<file path="src/cmdin_config.svh">
`ifndef CMDIN_CONFIG_SVH
`define CMDIN_CONFIG_SVH

// Stream word width
`define CMDIN_DATA_W 64

// Accelerators behind the command-in path
`define CMDIN_NUM_ACCS 16
`define CMDIN_ACC_W 4

// Arguments per command, the index field covers 0 to 14
`define CMDIN_MAX_ARGS 15
`define CMDIN_IDX_W 4

`endif

</file>
<file path="src/cmdFormatPkg.sv">
`include "cmdin_config.svh"

package cmdFormatPkg;

    typedef logic [`CMDIN_DATA_W-1:0] cmdData_t;
    typedef logic [`CMDIN_ACC_W-1:0] accId_t;
    typedef logic [`CMDIN_IDX_W-1:0] argIdx_t;

    typedef logic [7:0] cmdCode_t;
    localparam cmdCode_t EXEC_TASK_CODE = 8'h03;
    localparam cmdCode_t EXEC_PERI_TASK_CODE = 8'h05;
    localparam cmdCode_t SETUP_HW_INST_CODE = 8'h08;

    typedef logic [7:0] argFlags_t;
    localparam int IN_COPY_BIT = 4;
    localparam int OUT_COPY_BIT = 5;

    localparam logic [7:0] EXEC_DEST_ID = 8'h11; // Required on every execute header

    // Header word fields
    localparam int CMD_TYPE_L = 0;
    localparam int CMD_TYPE_H = 7;
    localparam int NUM_ARGS_L = 8;
    localparam int NUM_ARGS_H = 15;
    localparam int DESTID_L = 24;
    localparam int DESTID_H = 31;

    // Argument flag word fields
    localparam int ARG_FLAG_L = 0;
    localparam int ARG_FLAG_H = 7;
    localparam int ARG_IDX_L = 32;
    localparam int ARG_IDX_H = 63;

endpackage

</file>
<file path="src/cmdFlowPkg.sv">
package cmdFlowPkg;

    typedef enum logic [2:0] {
        KIND_HEADER,
        KIND_TID,
        KIND_PTID,
        KIND_PERIOD,
        KIND_ARGFLAG,
        KIND_ARG
    } wordKind_t;

    typedef enum logic [2:0] {
        ST_HEADER,
        ST_TID,
        ST_PTID,
        ST_PERIOD,
        ST_ARGFLAG,
        ST_ARG,
        ST_DISCARD // Drop words until last
    } parseState_t;

    typedef enum logic [2:0] {
        ERR_NONE,
        ERR_BAD_TYPE,
        ERR_BAD_DEST,
        ERR_TOO_MANY_ARGS,
        ERR_MISSING_LAST,
        ERR_EARLY_LAST,
        ERR_ARG_INDEX
    } errCode_t;

endpackage

</file>
<file path="src/cmdWordIf.sv">
interface cmdWordIf;
    import cmdFormatPkg::*;
    import cmdFlowPkg::*;

    logic      valid;  // Single-cycle strobe, no back-pressure
    cmdData_t  data;
    logic      last;
    accId_t    dest;
    wordKind_t kind;
    argIdx_t   argIdx; // Argument index for flag and value words

    modport source (
        output valid, output data, output last,
        output dest, output kind, output argIdx
    );

    modport sink (
        input valid, input data, input last,
        input dest, input kind, input argIdx
    );

endinterface

</file>
<file path="src/argHistIf.sv">
interface argHistIf;
    import cmdFormatPkg::*;

    logic     req;
    accId_t   dest;
    argIdx_t  argIdx;
    cmdData_t value;
    logic     hit; // Same-cycle compare result

    modport requester (
        output req, output dest, output argIdx, output value,
        input hit
    );

    modport store (
        input req, input dest, input argIdx, input value,
        output hit
    );

endinterface

</file>
<file path="src/copyOptimizer.sv">
module copyOptimizer (
    input  logic                   clk,
    input  logic                   rst,
    cmdWordIf.sink                 words,
    argHistIf.requester            hist,
    output logic                   outValid,
    output cmdFormatPkg::cmdData_t outData,
    output logic                   outLast,
    output cmdFormatPkg::accId_t   outDest
);
    import cmdFormatPkg::*;
    import cmdFlowPkg::*;

    logic      heldValid;
    cmdData_t  heldData;
    logic      heldLast;
    accId_t    heldDest;
    wordKind_t heldKind;
    logic      emit;
    argFlags_t emitFlags;
    cmdData_t  emitData;

    // Value word arriving behind its own flag word
    assign hist.req    = words.valid && (words.kind == KIND_ARG) &&
                         heldValid && (heldKind == KIND_ARGFLAG);
    assign hist.dest   = words.dest;
    assign hist.argIdx = words.argIdx;
    assign hist.value  = words.data;

    assign emit = heldValid && (words.valid || heldLast); // Last word flushes itself

    always_comb begin
        emitFlags = heldData[ARG_FLAG_H:ARG_FLAG_L];
        emitData  = heldData;
        if (hist.hit) begin
            emitFlags[IN_COPY_BIT]            = 1'b0; // Same argument already on the accelerator
            emitData[ARG_FLAG_H:ARG_FLAG_L] = emitFlags;
        end
    end

    always_ff @(posedge clk) begin
        if (rst) begin
            heldValid <= 1'b0;
            outValid  <= 1'b0;
        end else begin
            outValid <= emit;
            if (words.valid) begin
                heldValid <= 1'b1;
            end else if (emit) begin
                heldValid <= 1'b0;
            end
        end
    end

    always_ff @(posedge clk) begin
        if (words.valid) begin
            heldData <= words.data;
            heldLast <= words.last;
            heldDest <= words.dest;
            heldKind <= words.kind;
        end
        if (emit) begin
            outData <= emitData;
            outLast <= heldLast;
            outDest <= heldDest;
        end
    end

    aArgAfterFlag: assert property (@(posedge clk) disable iff (rst)
        words.valid && words.kind == KIND_ARG |-> heldValid && heldKind == KIND_ARGFLAG);

endmodule

</file>
<file path="src/flat_wrapper.sv">
// flat-port wrapper written by rule: the top's interface ports become plain ports
module copyOptimizer_flat import cmdFormatPkg::*; import cmdFlowPkg::*;
  (clk, rst, outValid, outData, outLast, outDest, words_valid, words_data, words_last, words_dest, words_kind, words_argIdx, hist_req, hist_dest, hist_argIdx, hist_value, hist_hit);
  cmdWordIf words_i ();
  argHistIf hist_i ();
  input  logic clk;
  input  logic rst;
  output logic outValid;
  output cmdFormatPkg::cmdData_t outData;
  output logic outLast;
  output cmdFormatPkg::accId_t outDest;
  input wire logic [$bits(words_i.valid)-1:0] words_valid;
  input wire logic [$bits(words_i.data)-1:0] words_data;
  input wire logic [$bits(words_i.last)-1:0] words_last;
  input wire logic [$bits(words_i.dest)-1:0] words_dest;
  input wire logic [$bits(words_i.kind)-1:0] words_kind;
  input wire logic [$bits(words_i.argIdx)-1:0] words_argIdx;
  output wire logic [$bits(hist_i.req)-1:0] hist_req;
  output wire logic [$bits(hist_i.dest)-1:0] hist_dest;
  output wire logic [$bits(hist_i.argIdx)-1:0] hist_argIdx;
  output wire logic [$bits(hist_i.value)-1:0] hist_value;
  input wire logic [$bits(hist_i.hit)-1:0] hist_hit;
  assign words_i.valid = words_valid;
  assign words_i.data = words_data;
  assign words_i.last = words_last;
  assign words_i.dest = words_dest;
  assign words_i.kind = words_kind;
  assign words_i.argIdx = words_argIdx;
  assign hist_req = hist_i.req;
  assign hist_dest = hist_i.dest;
  assign hist_argIdx = hist_i.argIdx;
  assign hist_value = hist_i.value;
  assign hist_i.hit = hist_hit;
  copyOptimizer u_core (.clk(clk), .rst(rst), .words(words_i), .hist(hist_i), .outValid(outValid), .outData(outData), .outLast(outLast), .outDest(outDest));
endmodule
</file>
<file path="config.mk">
export PLATFORM = sky130hd
export DESIGN_NAME = copyOptimizer_flat
export DESIGN_NICKNAME = d
export VERILOG_FILES = /design/src/cmdFormatPkg.sv /design/src/cmdFlowPkg.sv /design/src/cmdWordIf.sv /design/src/argHistIf.sv /design/src/copyOptimizer.sv /design/src/flat_wrapper.sv
export VERILOG_INCLUDE_DIRS = /design/src
export SDC_FILE = /design/constraint.sdc
export NUM_CORES = 1
export LEC_CHECK = 0
export BUFFER_PORTS_ARGS = -buffer_cell sky130_fd_sc_hd__buf_2
export CORE_MARGIN = 1
export CORE_UTILIZATION = 44
export DETAILED_ROUTE_END_ITERATION = 7
export GPL_TIMING_DRIVEN = 0
export PLACE_DENSITY = 0.82
export SLEW_MARGIN = 0
export SYNTH_ARGS = -nofsm -noshare
export SYNTH_HDL_FRONTEND = slang
export SYNTH_SLANG_ARGS = --single-unit
</file>
<file path="constraint.sdc">
create_clock -name clk -period 4.6 [get_ports clk]
set_clock_uncertainty 0.05 [all_clocks]
set_input_delay 0.23 -clock clk [delete_from_list [all_inputs] [get_ports clk]]
set_output_delay 0.23 -clock clk [all_outputs]
set_load 0.03 [all_outputs]
</file>
# == Word-level counts from Yosys, hierarchy flattened ==
# Cells that the tools add are included.
# op_classes
eq_ne,2
n_mux,2
reduce_logical,6
# op_table
cell,count
$eq A3 B3 Y1 const B,2
$logic_and A1 B1 Y1,4
$mux W1,2
$reduce_bool A2 Y1,1
$logic_or A1 B1 Y1,1
# totals
ff_bits,143
inputBits,80
wordCells,20

# == Depth between registers and ports, before layout ==
# logic_depth
word_depth,4
mapped_depth,2
depth_no_buf,2

# == Worst setup path before layout ==
# Ideal clock, no wire load.
# synth_timing
path_type,reg2reg
from,register u_core.heldValid
to,register u_core.outValid
setup_ns,0.070
path_stages_with_launch,3
required_ns,4.480
path_slack_ns,2.158
arrival_time_ns,2.322
cell_sequence,dfxtp_1 > o21a_1 > nor2b_4
# synth_via
elab_chain_cells,1
# synth_rtl
element,line_no,rtl
start: declaration,copyOptimizer.sv:14,logic heldValid;
start signal: assignment,copyOptimizer.sv:43,heldValid <= 1'b0;
start signal: assignment,copyOptimizer.sv:48,heldValid <= 1'b1;
start signal: assignment,copyOptimizer.sv:50,heldValid <= 1'b0;
$logic_and A1 B1 Y1,copyOptimizer.sv:30,assign emit = heldValid && (words.valid || heldLast);
net u_core.emit,copyOptimizer.sv:19,logic emit;
end signal: assignment,copyOptimizer.sv:46,outValid <= emit;
end: declaration,copyOptimizer.sv:6,"output logic outValid,"
# The timed path passes the listed nets, and every way through them passes these cells.
# A chain may end at the register's enable or synchronous reset.

# == Final worst setup path ==
# layout_timing
from,input words_valid
to,output hist_req
# layout_via
elab_chain_cells,3
# layout_rtl
element,line_no,rtl
start: declaration,flat_wrapper.sv:12,input wire logic [$bits(words_i.valid)-1:0] words_valid;
$logic_and A1 B1 Y1 (2 in a row),copyOptimizer.sv:24,assign hist.req = words.valid && (words.kind == KIND_ARG) &&
$logic_and A1 B1 Y1,copyOptimizer.sv:25,heldValid && (heldKind == KIND_ARGFLAG);
end: declaration,flat_wrapper.sv:18,output wire logic [$bits(hist_i.req)-1:0] hist_req;
# Every way passes these cells.

==> results.py <==
metrics = {
    "finish": {
        "drive_above_1_share": 0.584,
        "utilization": 0.693,
        "fillCellCount": 717,
        "layout_common_cells": "217 x buf_2, 141 x edfxtp_1, 74 x dlygate4sd3_1",
        "synthToLayoutAreaGrowth_pct": 53.9,
        "nNetsFinal": 616,
        "n_antenna_cell": 0,
        "layout_commonest_cell": "buf_2",
    },
    "logic_synthesis": {
        "synth_cells": 224,
        "syn-cell-area_sq_um": 4880,
        "ys_ff_latch": 143,
        "yosysSeqAreaShare": 0.876,
        "yosysTopAreaCell": "edfxtp_1",
        "avgSynthCellArea_sq_um": 21.8,
        "yosys-top-cells-area": "edfxtp_1 87%, buf_4 11%, dfxtp_1 0.82%, nor2b_4 0.28%, nand4bb_1 0.23%",
        "synth_fp_nets": 304,
        "yosys_warnings": 0,
        "yosys.area.top_type_share": 0.867,
        "yosysUniqueCellTypes": 12,
    },
    "die": {
        "io_pins": 223,
        "fp-row-count": 38,
        "dieArea_sq_um": 11500,
        "fp.dieW_um": 107,
        "coreArea_sq_um": 10800,
        "die_y_um": 107,
        "initial_utilization": 0.450,
    },
    "pwr": {
        "leakage_uw": 0.00320,
        "p_per_area_nw_per_um2": 438,
        "vdd_drop_max_mv": 0.261,
        "fin_total_pwr_uw": 3290,
    },
    "routing": {
        "detail_route.first_pass.iterations": 6,
        "wl_per_cell_um": 15.3,
        "finalWirelength_um": 10500,
        "drt-initial-drc-count": 129,
        "vias": 3023,
        "drc": 0,
        "antenna_left": 0,
        "vias_per_cell": 4.39,
    },
    "status": {
        "status": "complete, no violations",
    },
    "clock_tree": {
        "cts_made_buffers": 17,
        "clk_pin_slew_ns": 0.06,
        "cts_resized": 0,
        "cts_root_buffer": "clkbuf_8",
        "clockBufferDepth": 2,
        "cts_tree": "yes",
        "cts.sinks": 143,
        "cts_hold_buf": 74,
        "htreeDepth": 4,
        "cts_setup_buffers": 0,
        "insertion_delay_ns": 0.52,
    },
    "sta": {
        "tightestPinTransition_ns": 1.00,
        "period_needed_ns": 1.88,
        "finalSetupViolations": 0,
        "rsz0062_at_grt": "false",
        "fin_hold_ws_ns": 0.327,
        "fmax_mhz": 532,
        "hold_viol": 0,
        "finalMaxSlewViolations": 0,
        "finalSetupTns_ns": 0,
        "slew_headroom": 0.332,
        "finalCritPeriodShare": 0.409,
    },
    "global_routing": {
        "grt-ovfl-total": 0,
        "grt_pass1_wl_um": 15400,
        "antenna_found_initial": 0,
        "track_usage": 0.189,
        "grt_pass1_vias": 3129,
        "grt_max_degree": 76,
    },
    "critical_path": {
        "worstSetupStartpointType": "input pin",
        "cp.required_ns": 4.32,
        "critPathKind": "input pin to output pin",
        "crit_fanout": 75,
        "critPathCaptureType": "output pin",
        "crit_arrival_ns": 1.60,
    },
    "placed_design": {
        "hpwl_um": 6080,
        "place.gp.congestion": 0.732,
        "portBuffers": 218,
    },
    "run": {
        "maxCapViolCount": 0,
    },
    "hold_path": {
        "hp-class": "input pin to register",
    },
}
## Yosys cell counts
cell / n
inv_1: 1
nor2b_1: 1
buf_4: 72
o21a_1: 1
nor2b_4: 1
nor2_1: 1
a21oi_1: 1
nand4b_1: 1
nand2b_1: 1
dfxtp_1: 2
nand4bb_1: 1
edfxtp_1: 141
## power breakdown
part | switching [uW] | total, uW | internal [uW]
registers | 23.6 | 1560 | 1540
clock network | 487 | 1350 | 866
logic | 225 | 375 | 150
## layout make-up
cell class	count	area (sq um)	share of cell area
timing repair buffer	293	1860	0.248
inverter	1	3.75	0.000500
clock buffer	17	414	0.0551
multi-input combinational	8	70.1	0.00933
buffer	72	541	0.0719
tap	140	175	0.0233
sequential	143	4270	0.569
clock inverter	14	174	0.0231
## sequential cells by signal (all words and copies together), names as in the netlist
name              cells
u_core.outData       64
u_core.heldLast       1
u_core.outValid       1
u_core.outDest        4
u_core.heldValid      1
u_core.heldDest       4
u_core.heldData      64
u_core.outLast        1
u_core.heldKind       3
## cell families after synthesis
family / after synthesis / synth area share
DFF: 143 / 0.876
buffers and inverters: 73 / 0.112
and+or+nand+nor: 6 / 0.0103
AOI/OAI and AO/OA: 2 / 0.00256
## metrics by stage
step	instance area, sq um	instances	setup WS, ns
6_report	7510	688	2.72
5_1_grt	7510	688	2.63
4_1_cts	7510	688	2.71
3_5_place_dp	6180	583	2.45
3_3_place_gp	6150	582	0.225
2_1_floorplan	4880	224	2.16
## layer usage
layer  up-vias  track usage  wire length (um)
met5         -            0                 0
met2       145        0.354              5880
met1      1463        0.181              3630
li1       1394            -                 -
met4         0        0.107               261
met3        21       0.0587               732
## worst paths after layout
| path | startpoint | to | slack [ns] | depth (start not counted) |
|---|---|---|---|---|
| worst max register to register | u_core.heldValid | u_core.outData[43] | 3.19 | 2 |
| worst min register to register | u_core.heldDest[3] | u_core.outDest[3] | 0.37 | 0 |
| worst max-delay path | words_valid | hist_req | 2.72 | 4 |
| worst min-delay path | words_valid | u_core.heldData[25] | 0.33 | 1 |
## critical path, stage by stage
cell      delay [ns]
buf_4           0.71
nand4b_1        0.17
nor2_1          0.18
buf_2           0.22
Note: power is estimated with default switching activity, not from simulation.
