==> src/cmdin_config.svh <==
`ifndef CMDIN_CONFIG_SVH
`define CMDIN_CONFIG_SVH

// Stream word width
`define CMDIN_DATA_W 64

// Accelerators behind the command-in path
`define CMDIN_NUM_ACCS 16
`define CMDIN_ACC_W 4

// Arguments per command, the index field covers 0 to 14
`define CMDIN_MAX_ARGS 15
`define CMDIN_IDX_W 4

`endif

==> src/cmdFormatPkg.sv <==
`include "cmdin_config.svh"

package cmdFormatPkg;

    typedef logic [`CMDIN_DATA_W-1:0] cmdData_t;
    typedef logic [`CMDIN_ACC_W-1:0] accId_t;
    typedef logic [`CMDIN_IDX_W-1:0] argIdx_t;

    typedef logic [7:0] cmdCode_t;
    localparam cmdCode_t EXEC_TASK_CODE = 8'h03;
    localparam cmdCode_t EXEC_PERI_TASK_CODE = 8'h05;
    localparam cmdCode_t SETUP_HW_INST_CODE = 8'h08;

    typedef logic [7:0] argFlags_t;
    localparam int IN_COPY_BIT = 4;
    localparam int OUT_COPY_BIT = 5;

    localparam logic [7:0] EXEC_DEST_ID = 8'h11; // Required on every execute header

    // Header word fields
    localparam int CMD_TYPE_L = 0;
    localparam int CMD_TYPE_H = 7;
    localparam int NUM_ARGS_L = 8;
    localparam int NUM_ARGS_H = 15;
    localparam int DESTID_L = 24;
    localparam int DESTID_H = 31;

    // Argument flag word fields
    localparam int ARG_FLAG_L = 0;
    localparam int ARG_FLAG_H = 7;
    localparam int ARG_IDX_L = 32;
    localparam int ARG_IDX_H = 63;

endpackage

==> src/cmdFlowPkg.sv <==
package cmdFlowPkg;

    typedef enum logic [2:0] {
        KIND_HEADER,
        KIND_TID,
        KIND_PTID,
        KIND_PERIOD,
        KIND_ARGFLAG,
        KIND_ARG
    } wordKind_t;

    typedef enum logic [2:0] {
        ST_HEADER,
        ST_TID,
        ST_PTID,
        ST_PERIOD,
        ST_ARGFLAG,
        ST_ARG,
        ST_DISCARD // Drop words until last
    } parseState_t;

    typedef enum logic [2:0] {
        ERR_NONE,
        ERR_BAD_TYPE,
        ERR_BAD_DEST,
        ERR_TOO_MANY_ARGS,
        ERR_MISSING_LAST,
        ERR_EARLY_LAST,
        ERR_ARG_INDEX
    } errCode_t;

endpackage

==> src/cmdWordIf.sv <==
interface cmdWordIf;
    import cmdFormatPkg::*;
    import cmdFlowPkg::*;

    logic      valid;  // Single-cycle strobe, no back-pressure
    cmdData_t  data;
    logic      last;
    accId_t    dest;
    wordKind_t kind;
    argIdx_t   argIdx; // Argument index for flag and value words

    modport source (
        output valid, output data, output last,
        output dest, output kind, output argIdx
    );

    modport sink (
        input valid, input data, input last,
        input dest, input kind, input argIdx
    );

endinterface

==> src/cmdParser.sv <==
`include "cmdin_config.svh"

module cmdParser (
    input  logic                   clk,
    input  logic                   rst,
    input  logic                   inValid,
    input  cmdFormatPkg::cmdData_t inData,
    input  logic                   inLast,
    input  cmdFormatPkg::accId_t   inDest,
    cmdWordIf.source               words,
    output logic                   errValid,
    output cmdFlowPkg::errCode_t   errCode
);
    import cmdFormatPkg::*;
    import cmdFlowPkg::*;

    parseState_t state;
    parseState_t stateNext;
    cmdCode_t    code;     // Type of the command being parsed
    argIdx_t     argCount; // Arguments announced in the header
    argIdx_t     argCnt;   // Running argument index
    cmdCode_t    hdrCode;
    logic [7:0]  hdrArgs;
    logic        isFinal;
    logic        fwd;
    wordKind_t   kind;
    errCode_t    err;

    assign hdrCode = inData[CMD_TYPE_H:CMD_TYPE_L];
    assign hdrArgs = inData[NUM_ARGS_H:NUM_ARGS_L];

    always_comb begin
        stateNext = state;
        fwd       = 1'b0;
        kind      = KIND_HEADER;
        err       = ERR_NONE;
        isFinal   = 1'b0;
        case (state)
            ST_HEADER: begin
                if (hdrCode != EXEC_TASK_CODE && hdrCode != EXEC_PERI_TASK_CODE &&
                    hdrCode != SETUP_HW_INST_CODE) begin
                    err = ERR_BAD_TYPE;
                end else if (hdrCode != SETUP_HW_INST_CODE &&
                             inData[DESTID_H:DESTID_L] != EXEC_DEST_ID) begin
                    err = ERR_BAD_DEST;
                end else if (hdrCode != SETUP_HW_INST_CODE && hdrArgs > `CMDIN_MAX_ARGS) begin
                    err = ERR_TOO_MANY_ARGS;
                end
                stateNext = ST_TID;
            end
            ST_TID: begin
                kind      = KIND_TID;
                isFinal   = (code == SETUP_HW_INST_CODE); // Setup ends at its task id
                stateNext = isFinal ? ST_HEADER : ST_PTID;
            end
            ST_PTID: begin
                kind    = KIND_PTID;
                isFinal = (code == EXEC_TASK_CODE) && (argCount == '0);
                if (code == EXEC_PERI_TASK_CODE) begin
                    stateNext = ST_PERIOD;
                end else if (argCount != '0) begin
                    stateNext = ST_ARGFLAG;
                end else begin
                    stateNext = ST_HEADER;
                end
            end
            ST_PERIOD: begin
                kind      = KIND_PERIOD;
                isFinal   = (argCount == '0);
                stateNext = isFinal ? ST_HEADER : ST_ARGFLAG;
            end
            ST_ARGFLAG: begin
                kind = KIND_ARGFLAG;
                if (inData[ARG_IDX_H:ARG_IDX_L] != 32'(argCnt)) begin
                    err = ERR_ARG_INDEX;
                end
                stateNext = ST_ARG;
            end
            ST_ARG: begin
                kind      = KIND_ARG;
                isFinal   = (argCnt == argIdx_t'(argCount - 4'd1));
                stateNext = isFinal ? ST_HEADER : ST_ARGFLAG;
            end
            default: begin
            end
        endcase

        // Last marker is checked only on an otherwise well formed word
        if (state != ST_DISCARD && err == ERR_NONE) begin
            if (isFinal && !inLast) begin
                err = ERR_MISSING_LAST;
            end else if (!isFinal && inLast) begin
                err = ERR_EARLY_LAST;
            end
        end

        if (state == ST_DISCARD || err != ERR_NONE) begin
            stateNext = inLast ? ST_HEADER : ST_DISCARD;
        end else begin
            fwd = 1'b1;
        end
    end

    always_ff @(posedge clk) begin
        if (rst) begin
            state       <= ST_HEADER;
            words.valid <= 1'b0;
            errValid    <= 1'b0;
        end else begin
            words.valid <= inValid && fwd;
            errValid    <= inValid && (err != ERR_NONE);
            if (inValid) begin
                state <= stateNext;
            end
        end
    end

    always_ff @(posedge clk) begin
        errCode      <= err;
        words.data   <= inData;
        words.last   <= inLast;
        words.dest   <= inDest;
        words.kind   <= kind;
        words.argIdx <= argCnt;
        if (inValid && fwd) begin
            if (state == ST_HEADER) begin
                code     <= hdrCode;
                argCount <= argIdx_t'(hdrArgs);
                argCnt   <= '0;
            end
            if (state == ST_ARG) begin
                argCnt <= argCnt + 4'd1;
            end
        end
    end

    aArgIdxRange: assert property (@(posedge clk) disable iff (rst)
        words.valid && (words.kind == KIND_ARGFLAG || words.kind == KIND_ARG)
        |-> words.argIdx <= `CMDIN_MAX_ARGS - 1);

endmodule

==> src/flat_wrapper.sv <==
// flat-port wrapper written by rule: the top's interface ports become plain ports
module cmdParser_flat import cmdFormatPkg::*; import cmdFlowPkg::*;
  (clk, rst, inValid, inData, inLast, inDest, errValid, errCode, words_valid, words_data, words_last, words_dest, words_kind, words_argIdx);
  cmdWordIf words_i ();
  input  logic clk;
  input  logic rst;
  input  logic inValid;
  input  cmdFormatPkg::cmdData_t inData;
  input  logic inLast;
  input  cmdFormatPkg::accId_t inDest;
  output logic errValid;
  output cmdFlowPkg::errCode_t errCode;
  output wire logic [$bits(words_i.valid)-1:0] words_valid;
  output wire logic [$bits(words_i.data)-1:0] words_data;
  output wire logic [$bits(words_i.last)-1:0] words_last;
  output wire logic [$bits(words_i.dest)-1:0] words_dest;
  output wire logic [$bits(words_i.kind)-1:0] words_kind;
  output wire logic [$bits(words_i.argIdx)-1:0] words_argIdx;
  assign words_valid = words_i.valid;
  assign words_data = words_i.data;
  assign words_last = words_i.last;
  assign words_dest = words_i.dest;
  assign words_kind = words_i.kind;
  assign words_argIdx = words_i.argIdx;
  cmdParser u_core (.clk(clk), .rst(rst), .inValid(inValid), .inData(inData), .inLast(inLast), .inDest(inDest), .words(words_i), .errValid(errValid), .errCode(errCode));
endmodule
==> config.mk <==
export PLATFORM = sky130hd
export DESIGN_NAME = cmdParser_flat
export DESIGN_NICKNAME = d
export VERILOG_FILES = /design/src/cmdFormatPkg.sv /design/src/cmdFlowPkg.sv /design/src/cmdWordIf.sv /design/src/cmdParser.sv /design/src/flat_wrapper.sv
export VERILOG_INCLUDE_DIRS = /design/src
export SDC_FILE = /design/constraint.sdc
export NUM_CORES = 1
export LEC_CHECK = 0
export ABC_AREA = 1
export BUFFER_PORTS_ARGS = -buffer_cell sky130_fd_sc_hd__buf_2
export CORE_ASPECT_RATIO = 1.25
export CORE_UTILIZATION = 40
export CTS_CLUSTER_DIAMETER = 100
export DETAILED_ROUTE_END_ITERATION = 8
export HOLD_SLACK_MARGIN = 0.08
export PLACE_DENSITY_LB_ADDON = 0.3
export SYNTH_ARGS = -nofsm -noshare
export SYNTH_HDL_FRONTEND = slang
export SYNTH_SLANG_ARGS = --single-unit
==> constraint.sdc <==
create_clock -name clk -period 3.2 [get_ports clk]
set_input_delay 0.48 -clock clk [delete_from_list [all_inputs] [get_ports clk]]
set_output_delay 0.48 -clock clk [all_outputs]
set_load 0.02 [all_outputs]
[Yosys cells after proc, flatten, opt, wreduce, memory -nomap -nowiden]
Cells that the tools add are included.
W data, S select, Z words.
Storage, ports and cells
  register bits after elaboration: 100
  input bits: 72
  output and inout port bits: 81
  logic and storage cells: 75
Operators by class
  $add $sub $neg: 2
  magnitude comparators: 1
  equal/unequal tests: 16
  mux-type cells: 21
  reductions and logical operators: 23
Operators by type and width (number)
  $mux W3: 12
  $ne A32 B4 Y1: 1
  $pmux W3 S6: 1
  $pmux W3 S5: 1
  $logic_and A1 B1 Y1: 10
  $eq A3 B3 Y1 const B: 3
  $eq A8 B2 Y1 const B: 1
  $eq A8 B3 Y1 const B: 1
  $eq A8 B4 Y1 const B: 1
  $gt A8 B4 Y1 const B: 1
  $mux W4: 2
  $ne A8 B2 Y1 const B: 1
  $ne A8 B3 Y1 const B: 1
  $ne A8 B4 Y1 const B: 1
  $ne A8 B5 Y1 const B: 1
  $reduce_bool A7 Y1: 1
  $eq A3 B2 Y1 const B: 2
  $logic_not A3 Y1: 2
  $pmux W3 S2: 1
  $reduce_and A2 Y1: 3
  $add A4 B1 Y4 const B: 1
  $eq A4 B4 Y1: 1
  $logic_not A4 Y1: 1
  $mux W2: 2
  other kinds (10): 11

[Depth between registers and ports, before layout]
  depth after elaboration: 14
  mapped depth: 20
  mapped depth without buffers: 20

[Worst setup path before layout]
No wires, ideal clock.
  kind: register -> register
  from: register u_core.argCount[0]
  to: register u_core.argCount[0] (enable)
  library setup time: 0.380 ns
  arrival time: 2.182 ns
  required time: 2.820 ns
  path slack: 0.637 ns
  cell stages (with the launch flop): 14
  path buffers: 0
  period minus slack after synthesis: 2.563 ns
  cell sequence: edfxtp_1 > inv_1 > ha_1 > xor2_1 > nand2_1 > nor2_2 > nand3_2 > nand3_2 > nand2_1 > nand2_1 > nand2_2 > nor2_4 > nand3_1 > nor2_1
On the way
  word-level cells in the longest chain between the ends: 13
  elaborated cells on any way between the ends: 16
  those cells by class: add/sub (1); eq/ne (1); mux (5); reduce/logical (9)
Ends and longest elaborated chain
  start, declared: RTL line cmdParser.sv:20  | argIdx_t argCount;
  start signal, assigned: RTL line cmdParser.sv:128  | argCount <= argIdx_t'(hdrArgs);
  $sub A4 B1 Y4 / $logic_not A4 Y1 (equally long branches): RTL line cmdParser.sv:81, cmdParser.sv:58, cmdParser.sv:69
  $eq A4 B4 Y1 / $logic_and A1 B1 Y1 (equally long branches): RTL line cmdParser.sv:81, cmdParser.sv:58
  $pmux W1 S4 (*): RTL line cmdParser.sv:38  | case (state)
  $logic_not A1 Y1: RTL line cmdParser.sv:92  | end else if (!isFinal && inLast) begin
  $logic_and A1 B1 Y1: RTL line cmdParser.sv:92
  $mux W3: RTL line cmdParser.sv:92
  $mux W3 (*): RTL line cmdParser.sv:90  | if (isFinal && !inLast) begin
  $mux W3 (*): RTL line cmdParser.sv:89  | if (state != ST_DISCARD && err == ERR_NONE) begin
  via u_core.err[2]: RTL line cmdParser.sv:27  | errCode_t err;
  $reduce_bool A3 Y1 (*): RTL line cmdParser.sv:97  | if (state == ST_DISCARD || err != ERR_NONE) begin
  $logic_or A1 B1 Y1 (*): RTL line cmdParser.sv:97
  $mux W1 (*): RTL line cmdParser.sv:97
  $logic_and A1 B1 Y1 (*): RTL line cmdParser.sv:125  | if (inValid && fwd) begin
  $reduce_and A2 Y1 (no line) (*)
The timed path passes the listed nets; every way through them passes the cells marked *.
A chain may end at the register's enable or synchronous reset.

[Worst setup path in the final report]
  from: register u_core.argCount[0]
  to: register u_core.argCnt[2] (enable)
On the way
  word-level cells in the longest chain between the ends: 13
  elaborated cells on any way between the ends: 16
  those cells by class: add/sub (1); eq/ne (1); mux (5); reduce/logical (9)
Ends and longest elaborated chain
  $sub A4 B1 Y4 / $logic_not A4 Y1 (equally long branches): RTL line cmdParser.sv:81, cmdParser.sv:58, cmdParser.sv:69
  $eq A4 B4 Y1 / $logic_and A1 B1 Y1 (equally long branches): RTL line cmdParser.sv:81, cmdParser.sv:58
  $pmux W1 S4 (*): RTL line cmdParser.sv:38
  $logic_not A1 Y1: RTL line cmdParser.sv:92
  $logic_and A1 B1 Y1: RTL line cmdParser.sv:92
  $mux W3: RTL line cmdParser.sv:92
  $mux W3 (*): RTL line cmdParser.sv:90
  $mux W3 (*): RTL line cmdParser.sv:89
  via u_core.err[2]: RTL line cmdParser.sv:27
  $reduce_bool A3 Y1 (*): RTL line cmdParser.sv:97
  $logic_or A1 B1 Y1 (*): RTL line cmdParser.sv:97
  $mux W1 (*): RTL line cmdParser.sv:97
  $logic_and A1 B1 Y1 (*): RTL line cmdParser.sv:125
  $reduce_and A2 Y1 (no line) (*)
  end signal, assigned: RTL line cmdParser.sv:132  | argCnt <= argCnt + 4'd1;
  end, declared: RTL line cmdParser.sv:21  | argIdx_t argCnt;
Marks and branches as above.

==> flow_metrics.env <==
export IMPL_synth_area_top_cells="dfxtp_1, edfxtp_1, nand2_1"
export IMPL_power_density_mw_per_mm2=575
export IMPL_nets=554
export IMPL_cts_tree="built"
export IMPL_power_leakage_nw=2.17
export IMPL_yosys_area_top_type="dfxtp_1"
export IMPL_worstMarginPinSlew_ns=0.368
export IMPL_wl_per_cell_um=10.8
export IMPL_cts_resized=0
export IMPL_crit_path_frequent_cell="nand2_1"
export IMPL_start_util_pct=41.0
export IMPL_r2r_end="u_core.argCnt[2]"
export IMPL_num_rows=36
export IMPL_post_synth_top_count_cell="dfxtp_1"
export IMPL_slew_headroom_pct=75.5
export IMPL_ys_warn_count=0
export IMPL_dieHeight_um=102
export IMPL_clkSinkCount=100
export IMPL_critPathLaunch="u_core.argCount[0]"
export IMPL_cts_root_buf="clkbuf_8"
export IMPL_cts_buffers=9
export IMPL_synth_top_area_share_pct=52.9
export IMPL_cpMaxStageDelayCell="edfxtp_1"
export IMPL_grt_max_degree=18
export IMPL_worst_slack_ns=0.722
export IMPL_min_period_ns=2.48
export IMPL_syn_inst=312
export IMPL_die_w_um=81.7
export IMPL_drtPass1Iterations=6
export IMPL_cp_max_fo=7
export IMPL_htreeDepth=3
export IMPL_ant_nets=0
export IMPL_status="finished, final reports clean"
export IMPL_clk_pin_slew_ns=0.10
export IMPL_post_place_ws_ns=0.733
export IMPL_startpoint_type="flop"
export IMPL_hold_path_class="primary input to flop"
export IMPL_place_area_mm2=0.00407
export IMPL_die_area_mm2=0.00831
export IMPL_clk_latency_ns=0.36
export IMPL_portBuffers=152
export IMPL_first_global_vias=2427
export IMPL_antennaDiodeCount=0
export IMPL_regToRegSetupSlack_ns=0.72
export IMPL_drt_iter0_drc=67
export IMPL_wl_mm=6.19
export IMPL_dpl_hpwl_mm=4.84
export IMPL_rsz0062_at_grt="no"
export IMPL_synthArstFlopShare_pct=0
export IMPL_core_mm2=0.00775
export IMPL_post_cts_buffers=0
export IMPL_setup_viol=0
export IMPL_ys_ff_latch=100
export IMPL_final_area_mm2=0.00428
export IMPL_cts_hold_buf=0
export IMPL_cap_violations=0
export IMPL_clockBufferDepth=2
export IMPL_hold_viol_final=0
export IMPL_path_class="flop to flop"
export IMPL_drive_gt1_share_pct=40.3
export IMPL_yosysSeqAreaShare_pct=68.0
export IMPL_max_freq_mhz=404
export IMPL_r2r_start="u_core.argCount[0]"
export IMPL_synth_common_cells="dfxtp_1, nand2_1, nor2_1, inv_1, edfxtp_1"
export IMPL_synth_area_per_cell_um2=10.2
export IMPL_synth_cell_types=29
export IMPL_critPathCapture="u_core.argCnt[2]"
export IMPL_cp_data_required_time_ns=3.21
export IMPL_syn2layout_area_growth_pct=34.6
export IMPL_synth_edff_count=16
export IMPL_cp_data_arrival_time_ns=2.49
export IMPL_grt_use_total_pct=15.7
export IMPL_setup_tns_ns=0
export IMPL_critPathMaxStageDelay_ns=0.41
export IMPL_antenna_found_initial=0
export IMPL_fillers=723
export IMPL_endpoint_kind="flop"
export IMPL_dominantRegCellSynth="dfxtp_1"
export IMPL_path_cells="inv_1, ha_1, xor2_1, nand2_1, nor2_2, nand3_2, nand3_2, nand2_1, nand2_1, nand2_2, nor2_4, nand3_1, a21oi_1"
export IMPL_drt_vias_per_instance=4.49
export IMPL_drc=0
export IMPL_gp_congestion=0.868
export IMPL_io_pins=153
export IMPL_peakVddDrop_v=0.000338
export IMPL_timing_reg2reg_worst_path_depth=13
export IMPL_grt_pass1_wl_mm=9.83
export IMPL_grt_overflow_total=0
export IMPL_min_period_over_period_pct=77.4
export IMPL_skew_ns=0.0167
export IMPL_syn_area_mm2=0.00318
export IMPL_synth_net_count=390
export IMPL_slew_violations=0
export IMPL_vias=2588
## report_power, final
group          switching, W  internal [W]
Combinational      0.000178      0.000103
Clock              0.000415      0.000403
Sequential        0.0000210       0.00134
## routing by layer
layer | vias up | wire length [µm] | global-route usage (%)
met5 | - | 0 | 0
met4 | 0 | 236 | 10.8
met3 | 23 | 566 | 4.77
met2 | 128 | 3070 | 27.8
met1 | 1139 | 2320 | 15.3
li1 | 1298 | - | -
## state kept, by name, indices dropped and copies added (netlist names)
signal               cells
u_core.words.kind        3
u_core.errValid          1
u_core.words.valid       1
u_core.errCode           3
u_core.words.dest        4
u_core.argCnt            4
u_core.words.argIdx      4
u_core.state             3
u_core.argCount          4
u_core.code              8
u_core.words.data       64
u_core.words.last        1
## metrics by stage
step,hold WS [ns],power (W),utilization (%),std cells
2_1_floorplan,0.412,0.00155,-,312
3_3_place_gp,0.445,0.00167,52.5,560
3_5_place_dp,0.462,0.00167,52.5,560
4_1_cts,0.195,0.00249,55.2,576
5_1_grt,0.187,0.00258,55.2,576
6_report,0.214,0.00246,55.2,576
## cells by family (layout without fill, tap and decap cells)
group | Yosys count | in the layout | synth area share (%)
adders and majority gates | 6 | 6 | 2.36
and+or+nand+nor | 145 | 145 | 20.6
xor gates and xnor gates | 4 | 4 | 1.10
AOI/OAI and AO/OA | 16 | 16 | 3.11
DFF | 100 | 100 | 68.0
buffers and inverters | 41 | 210 | 4.84
## worst min-delay path by stage
stage                           startpoint  cells past startpoint                     end
after floorplan           u_core.argCnt[3]                      0  u_core.words.argIdx[3]
after global placement    u_core.argCnt[3]                      0  u_core.words.argIdx[3]
after detailed placement  u_core.argCnt[3]                      0  u_core.words.argIdx[3]
after CTS                        inDest[3]                      1    u_core.words.dest[3]
after global routing            inData[21]                      1   u_core.words.data[21]
final                           inData[21]                      1   u_core.words.data[21]
## layout by cell type, fill, tap and decap left out, types with 2 or more instances in the layout
cell type,Yosys,layout
nand4_1,3,3
nand3_1,14,14
edfxtp_1,16,16
inv_1,34,34
clkbuf_8,0,10
inv_2,7,7
nand3_2,3,3
xor2_1,2,2
ha_1,6,6
dfxtp_1,84,84
a21oi_1,8,8
a21oi_2,2,2
or2_1,2,2
o21ai_0,3,3
nor2_2,3,3
nor2_4,2,2
xnor2_1,2,2
nand2_1,62,62
nand2_2,4,4
nor2_1,45,45
clkbuf_16,0,2
buf_2,0,152
## area by class of cell
| type | count | area [µm²] | area share (%) |
|---|---|---|---|
| Sequential cell | 100 | 2160 | 50.5 |
| Multi-Input combinational cell | 171 | 862 | 20.1 |
| Timing Repair Buffer | 153 | 768 | 18.0 |
| Clock buffer | 13 | 191 | 4.47 |
| Inverter | 41 | 154 | 3.60 |
| Tap cell | 95 | 119 | 2.78 |
| Clock inverter | 3 | 22.5 | 0.526 |
## worst max-delay path: cells and delay by family (launching register included)
family / cells / cell delay (ns)
AO/OA/AOI/OAI: 1 / 0.34
XOR/XNOR: 1 / 0.13
adder cells (fa/ha/maj): 1 / 0.24
buffers and inverters: 1 / 0.12
flip-flops: 1 / 0.41
AND/OR/NAND/NOR: 9 / 0.90
(Power assumes the default switching activity.)
